--- src/rtl/cache_params.svh ---
//////////////////////////////////////////////////////////////////////
// Cache geometry macros: address, word and field widths
// Words per line, main memory read latency, memory init pattern
//////////////////////////////////////////////////////////////////////

`ifndef CACHE_PARAMS_SVH
`define CACHE_PARAMS_SVH

// Byte address and data word
`define CACHE_ADDR_W   16
`define CACHE_WORD_W   16

// Address split: tag | index | word offset | byte bit
`define CACHE_TAG_W    5
`define CACHE_INDEX_W  8
`define CACHE_OFFSET_W 2

`define CACHE_WORDS_PER_LINE 4

// Main memory
`define CACHE_MEM_RD_LAT   2        // Cycles from read issue to data
`define CACHE_MEM_INIT_XOR 16'ha5c3 // Word at byte address a starts as a ^ this

`endif
--- src/rtl/cache_pkg.sv ---
//////////////////////////////////////////////////////////////////////
// Shared cache types: data word, address fields, tag store entry
// and miss controller state encoding
//////////////////////////////////////////////////////////////////////

`include "cache_params.svh"

package cache_pkg;

   typedef logic [`CACHE_WORD_W-1:0]   word_t;

   // Address fields
   typedef logic [`CACHE_TAG_W-1:0]    tag_t;
   typedef logic [`CACHE_INDEX_W-1:0]  index_t;
   typedef logic [`CACHE_OFFSET_W-1:0] offset_t;

   // One tag store entry per set and way
   typedef struct packed {
      logic valid;
      logic dirty;
      tag_t tag;
   } tag_entry_t;

   typedef enum logic [2:0] {
      IDLE,      // Waiting for rd or wr, lookup runs here
      HIT,       // Done after a hit
      WRITEBACK, // Dirty victim to memory
      FILL,      // Line from memory into the way
      FINISH,    // Original access on the filled line
      REJECT     // Bad request, done with err
   } ctrl_state_t;

endpackage

--- src/rtl/miss_ctrl.sv ---
//////////////////////////////////////////////////////////////////////
// Cache controller FSM
// Way lookup merge and victim choice
// Writeback and fill sequencing
// Requester done, stall and err generation
//////////////////////////////////////////////////////////////////////

`timescale 1ns/100ps

`include "cache_params.svh"

module miss_ctrl
   import cache_pkg::*;
(
   input  logic                     clk,
   input  logic                     arst_n,
   input  logic [`CACHE_ADDR_W-1:0] addr,
   input  word_t                    data_in,
   input  logic                     rd,
   input  logic                     wr,
   input  logic                     hit_0,
   input  logic                     hit_1,
   input  logic                     valid_0,
   input  logic                     valid_1,
   input  logic                     dirty_0,
   input  logic                     dirty_1,
   input  word_t                    way_data_0,
   input  word_t                    way_data_1,
   input  tag_t                     tag_out_0,
   input  tag_t                     tag_out_1,
   output logic                     en_0,
   output logic                     en_1,
   output offset_t                  offset,
   output logic                     comp,
   output logic                     write,
   output logic                     valid_in,
   output word_t                    way_wdata,
   output logic [`CACHE_ADDR_W-1:0] mem_addr,
   output word_t                    mem_wdata,
   output logic                     mem_rd,
   output logic                     mem_wr,
   input  word_t                    mem_rdata,
   output word_t                    data_out,
   output logic                     done,
   output logic                     stall,
   output logic                     cache_hit,
   output logic                     err
);

   localparam int WORDS     = `CACHE_WORDS_PER_LINE;
   localparam int LAT       = `CACHE_MEM_RD_LAT;
   localparam int WB_LAST   = WORDS - 1;
   localparam int FILL_LAST = WORDS + LAT - 1; // Last read issue plus latency

   ctrl_state_t state, next_state;
   tag_t        req_tag;
   index_t      req_index;
   offset_t     req_offset;
   logic        bad_req;
   logic        way_pick;  // Way for this request's refill
   logic        pick_dirty;
   logic        way_sel;   // Registered way_pick
   logic        wr_q;
   logic        victim;
   logic [2:0]  cnt;       // Word counter in WRITEBACK and FILL
   word_t       hit_data;
   word_t       sel_data;
   tag_t        sel_tag;

   assign {req_tag, req_index, req_offset} = addr[`CACHE_ADDR_W-1:1];
   assign bad_req = addr[0] | (rd & wr);

   // Invalid way first, then the global victim bit
   assign way_pick   = (valid_0 & valid_1) ? victim : (valid_0 & ~valid_1);
   assign pick_dirty = way_pick ? (valid_1 & dirty_1) : (valid_0 & dirty_0);

   assign sel_data = way_sel ? way_data_1 : way_data_0;
   assign sel_tag  = way_sel ? tag_out_1 : tag_out_0;

   always_comb begin
      next_state = state;
      case (state)
         IDLE: begin
            if (rd || wr) begin
               if (bad_req)           next_state = REJECT;
               else if (hit_0 || hit_1) next_state = HIT;
               else if (pick_dirty)   next_state = WRITEBACK;
               else                   next_state = FILL;
            end
         end
         WRITEBACK: if (cnt == 3'(WB_LAST)) next_state = FILL;
         FILL:      if (cnt == 3'(FILL_LAST)) next_state = FINISH;
         default:   next_state = IDLE; // HIT, FINISH, REJECT last one cycle
      endcase
   end

   always_ff @(posedge clk or negedge arst_n) begin
      if (!arst_n) begin
         state   <= IDLE;
         cnt     <= '0;
         victim  <= 1'b1;
         way_sel <= 1'b0;
         wr_q    <= 1'b0;
      end else begin
         state <= next_state;
         if (next_state != state) begin
            cnt <= '0;
         end else if (state == WRITEBACK || state == FILL) begin
            cnt <= cnt + 3'd1;
         end
         if (done) victim <= ~victim;
         if (state == IDLE) begin // Capture at the request edge
            way_sel <= way_pick;
            wr_q    <= wr;
         end
      end
   end

   // Read data or written word for the hit done
   always_ff @(posedge clk) begin
      if (state == IDLE) begin
         hit_data <= wr ? data_in : (hit_1 ? way_data_1 : way_data_0);
      end
   end

   assign stall = (state != IDLE);

   always_comb begin
      en_0      = 1'b0;
      en_1      = 1'b0;
      offset    = req_offset;
      comp      = 1'b0;
      write     = 1'b0;
      valid_in  = 1'b0;
      way_wdata = data_in;
      mem_addr  = '0;
      mem_wdata = sel_data;
      mem_rd    = 1'b0;
      mem_wr    = 1'b0;
      data_out  = '0;
      done      = 1'b0;
      cache_hit = 1'b0;
      err       = 1'b0;
      case (state)
         IDLE: begin // Lookup in both ways
            en_0  = (rd | wr) & ~bad_req;
            en_1  = (rd | wr) & ~bad_req;
            comp  = 1'b1;
            write = wr;
         end
         HIT: begin
            done      = 1'b1;
            cache_hit = 1'b1;
            data_out  = hit_data;
         end
         WRITEBACK: begin
            {en_1, en_0} = way_sel ? 2'b10 : 2'b01;
            offset       = offset_t'(cnt);
            mem_wr       = 1'b1;
            mem_addr     = {sel_tag, req_index, offset_t'(cnt), 1'b0};
         end
         FILL: begin
            if (cnt < 3'(WORDS)) begin // Issue reads
               mem_rd   = 1'b1;
               mem_addr = {req_tag, req_index, offset_t'(cnt), 1'b0};
            end
            if (cnt >= 3'(LAT)) begin // Returned words trail the reads by LAT
               {en_1, en_0} = way_sel ? 2'b10 : 2'b01;
               offset       = offset_t'(cnt - 3'(LAT));
               write        = 1'b1;
               valid_in     = 1'b1;
               way_wdata    = mem_rdata;
            end
         end
         FINISH: begin
            {en_1, en_0} = way_sel ? 2'b10 : 2'b01;
            comp         = 1'b1;
            write        = wr_q;
            done         = 1'b1;
            data_out     = sel_data;
         end
         REJECT: begin
            done = 1'b1;
            err  = 1'b1;
         end
         default: ;
      endcase
   end

   a_done_pulse: assert property (@(posedge clk) disable iff (!arst_n)
      done |=> !done);
   a_one_hit: assert property (@(posedge clk) disable iff (!arst_n)
      !(hit_0 && hit_1));
   // Busy states never fall back to IDLE without done
   a_busy_stall: assert property (@(posedge clk) disable iff (!arst_n)
      (stall && !done) |=> stall);

endmodule

--- config.mk ---
export PLATFORM = sky130hd
export DESIGN_NAME = miss_ctrl
export DESIGN_NICKNAME = d
export VERILOG_FILES = /design/src/rtl/cache_pkg.sv /design/src/rtl/miss_ctrl.sv
export VERILOG_INCLUDE_DIRS = /design/src /design/src/rtl
export SDC_FILE = /design/constraint.sdc
export NUM_CORES = 1
export LEC_CHECK = 0
export ABC_AREA = 0
export CORE_UTILIZATION = 40
export DETAILED_ROUTE_END_ITERATION = 8
export DONT_BUFFER_PORTS = 1
export PLACE_DENSITY = 0.54
export REMOVE_ABC_BUFFERS = 1
export SKIP_LAST_GASP = 1
export SYNTH_ARGS = -nofsm -noshare
export SYNTH_HDL_FRONTEND = slang
export SYNTH_SLANG_ARGS = --single-unit
--- constraint.sdc ---
create_clock -name clk -period 2.69 [get_ports clk]
set_clock_uncertainty 0.2 [all_clocks]
set_input_delay 0.538 -clock clk [delete_from_list [all_inputs] [get_ports clk]]
set_output_delay 0.538 -clock clk [all_outputs]
set_load 0.05 [all_outputs]
[Yosys cells after proc, flatten, opt, wreduce, memory -nomap -nowiden]
Cells that the tools add are included.
Cells by class
  add/sub/neg operators: 2
  magnitude comparators: 2
  eq/ne operators: 8
  mux-type cells: 37
  bitwise logic cells: 11
  reductions and logical operators: 9
Operators by type and width (count)
  two-way mux 16 bit: 6
  case mux 16 bit (2 select lines): 2
  two-way mux 3 bit: 6
  two-way mux 1 bit: 14
  == test 3 x 2 -> 1 bit (second input constant): 3
  == test 3 bit (second input constant): 3
  case mux 1 bit (3 select lines): 3
  case mux 3 bit (3 select lines): 1
  AND 1 bit: 6
  two-way mux 2 bit: 3
  two-way mux 5 bit: 1
  case mux 2 bit (2 select lines): 1
  OR reduction 2 bit: 2
  adder 3 x 1 -> 3 bit (second input constant): 1
  == test 3 x 1 -> 1 bit (second input constant): 1
  greater-or-equal comparator 3 x 2 -> 1 bit (second input constant): 1
  zero test 3 bit: 1
  logical OR 1 bit: 3
  less-than comparator 3 bit (second input constant): 1
  inequality test 3 bit: 1
  inverter 1 bit: 3
  nonzero test 3 bit: 1
  OR reduction 3 bit: 1
  OR 1 bit: 2
  2 further kinds: 2
Word-level totals
  flip-flop bits (word level): 25
  bits of input ports: 100
  output and inout port bits: 77
  word-level logic and storage cells: 75

[Depth between registers and ports, before layout]
  depth in word-level cells: 11
  gate-level depth with buffers: 7
  depth with buffers taken out: 6

[Worst setup path before layout]
No wires, ideal clock.
  path type: reg2out
  from: register state[1]
  to: output port data_out[10]
  arrival time: 2305 ps
  required time: 1952 ps
  setup slack: -353 ps
  cell stages (with the launch flop): 5
  buffers on the path: 2
  cell sequence: dfrtp_1 > clkbuf_1 > nor3b_1 > clkbuf_1 > a32o_1
Between the ends
  cells in the longest elaborated chain, start to end: 2
RTL lines
  start, declared: line miss_ctrl.sv:55  | ctrl_state_t state, next_state;
  start signal, assigned: line miss_ctrl.sv:105  | state <= next_state;
  == test 3 bit / == test 3 x 1 -> 1 bit (equally long branches): line miss_ctrl.sv:144  | case (state)
  case mux 16 bit (2 select lines) *: line miss_ctrl.sv:144
  end, declared: line miss_ctrl.sv:43  | output word_t data_out,
Every way passes the cells marked *; elsewhere a longest branch is shown, timed or not.

[Worst setup path after layout]
  from: register state[2]
  to: output port offset[0]
Between the ends
  cells in the longest elaborated chain, start to end: 2
RTL lines
  == test 3 x 2 -> 1 bit: line miss_ctrl.sv:144
  case mux 2 bit (2 select lines) *: line miss_ctrl.sv:144
  end, declared: line miss_ctrl.sv:33  | output offset_t offset,
Marked as above.

==> flow_summary.toml <==
[floorplanning]
die-area_um2 = 5979
core_area_um2 = 5473
pin_count = 177
die_h_um = 77.33
die_w_um = 77.33
initial_core_util_pct = 41.47
num_rows = 27

[clocking]
cts-root-buf = "clkbuf_8"
clockBufferDepth = 2
clock_insertion_delay_worst_skew_ns = 0.27
htree_levels = 1
cts_tree = "yes"
clk_pin_slew_worst_paths_ns = 0.10
post_cts_buffers = 0
clock-sinks = 25
numCtsBuffers = 3

[grt]
antenna_found_initial = 0
met2_usage_pct = 44.25
overflow = 0
grt_max_degree = 41
grt_pass1_vias = 2225
grt_pass1_wl_mm = 11.12
grt-busiest-layer = "met2"
use_met1_pct = 26.65
grtUsageMet3_pct = 7.024
track_usage_pct = 23.62

[setup_path]
worst_ep_arrival_time_ns = 1.87
required_ns = 1.95
crit_family = "flip-flops"
critPathLaunchType = "flop"
max_stage_delay_ns = 0.39
path_class = "reg -> out"
crit_path_end_kind = "primary output"
path_cells = "nand3b_1 > a21o_1 > buf_4 > nand2_1 > mux2_2 > buf_12"
crit_slowest_cell = "dfrtp_1"
crit_buf_inv = 2
r2r_setup_slack_ns = 0.63
cp_max_fo = 11

[run]
maxCapViolCount = 0

[yosys]
syn-cell-area_um2 = 2270
netlist_instances = 274
async_flop_share_pct = 36.00
synth_cell_type_count = 45
synth_edf_count = 16
yosys_most_used_dff = "edfxtp_1"
ys_seq_area_share_pct = 31.15
avgSynthCellArea_um2 = 8.283
ys_seq_elements = 25
yosysWarningCount = 0

[route]
drt-wirelength-per-cell_um = 17.79
drt_drc_violations_left = 0
viasPerCell = 5.643
num_vias = 2336
routed_wl_mm = 7.363
drtIter0Drc = 93
drt-pass1-iter-count = 4
detail-route-antenna-nets = 0

[sta]
hold_violations = 0
max_slew.worst_pin.slew_ns = 0.5267
finalCriticalPeriod_ns = 2.610
rsz0062_at_grt = "false"
setup_tns_ns = 0
clock.fmax_mhz = 383.2
drv_slew = 0
slew_headroom_pct = 65.01
setup-violations-final = 0
period_share_pct = 97.01

[cells_and_area]
fin_area_um2 = 3351
nets = 446
drive_gt1_share_pct = 35.67
syn_to_final_growth_pct = 47.63
n_antenna_cell = 0
fillers = 484

[power]
leakage_uw = 0.001453
p_per_area_nw_per_um2 = 1302
vdd_drop_max_uv = 721.4
total_power_uw = 4362

[place]
postPlaceCellArea_um2 = 3283
place_congestion = 0.8021
hpwl_mm = 5.876
port-buffer-count = 0

[run_status]
outcome = "completed"

[hold_path]
hold_class = "in -> reg"
## what timing repair did
item	CTS	global route
hold buffers	1	0
endpoints found under the setup margin	0	27
gates resized for setup	0	4
endpoints found under the hold margin	9	0
## synth_stat cells, types with 2 or more instances
master,count,share of area (%)
nand2_1,78,13
o21ai_0,27,6.0
mux2i_1,23,10
clkbuf_1,17,2.8
mux2_2,17,8.4
a32o_1,16,7.1
edfxtp_1,16,21
and2_1,10,2.8
dfrtp_1,8,8.8
nor2_1,8,1.3
inv_1,6,0.99
a21oi_1,4,0.88
o22ai_1,4,1.1
ha_1,3,1.7
nand2b_1,3,0.83
a2111oi_2,2,1.3
buf_1,2,0.33
nor3_1,2,0.44
xor2_1,2,0.77
## registers in the layout (all words and copies together) (netlist names)
name      cells
state         3
hit_data     16
victim        1
cnt           3
way_sel       1
wr_q          1
## power breakdown
part	internal (uW)	total [uW]	switching [uW]
Clock	104	230	127
Sequential	532	600	67.7
Combinational	1260	3530	2270
Total	1890	4360	2470
## cells in the final DEF, fill, tap and decap left out, drive strengths merged, types with 2 or more instances in the layout
master	netlist	final
edfxtp	16	16
nand2b	3	3
ha	3	3
nor3	2	2
inv	7	7
o22ai	4	4
a32o	16	16
nand2	78	78
a2111oi	3	3
and2	10	10
xor2	2	2
mux2i	23	23
nor2	9	9
a21oi	4	4
mux2	17	17
buf	5	85
clkbuf	17	3
o21ai	27	27
dfrtp	8	8
## final timing paths
| kind | from | to | depth (start not counted) |
|---|---|---|---|
| min in group asynchronous | arst_n | state[2] | 1 |
| worst max register to register | state[1] | cnt[0] | 6 |
| worst max-delay path | state[2] | offset[0] | 6 |
| worst min register to register | wr_q | wr_q | 2 |
| worst min-delay path | wr | wr_q | 2 |
| max in group asynchronous | arst_n | victim | 1 |
## routing by layer
metal / vias up / share of wire, %
met1: 1092 / 37
met3: 2 / 8.7
li1: 1109 / -
met2: 133 / 54
met5: - / 0
met4: 0 / 0.39
## final cells by class
cell class              count  area [um2]  share of cell area [%]
clock buffers               3       41.29                   1.232
clock inverters             1       5.005                  0.1494
inverters                   8       33.78                   1.008
multi-input cells         219        1461                   43.61
flip-flops and latches     25       708.2                   21.14
well taps                  72       90.09                   2.689
repair buffers             86        1011                   30.17
## cell families (layout without fill, tap and decap cells)
| group | Yosys count | after routing | share of synthesized area, % |
|---|---|---|---|
| flops | 25 | 25 | 31.15 |
| buf+inv | 30 | 98 | 5.512 |
| other cells | 1 | 1 | 0.1652 |
| compound gates | 60 | 60 | 19.74 |
| simple gates | 111 | 111 | 21.61 |
| xor+xnor | 3 | 3 | 1.158 |
| fa+ha+maj | 4 | 4 | 2.095 |
| mux | 40 | 40 | 18.58 |
## stage by stage
stage,hold WS (ns),setup slack [ns],util [%],std cells
after global placement,0.04268,0.3723,59.99,409
after floorplan,0.04241,-1.316,-,252
after CTS,0.1762,0.01420,61.02,414
final,0.1813,0.08034,61.23,414
after global routing,0.1652,0.002428,61.23,414
after detailed placement,0.04275,0.3269,59.99,409
No activity file was read; power rests on OpenSTA's default activity.
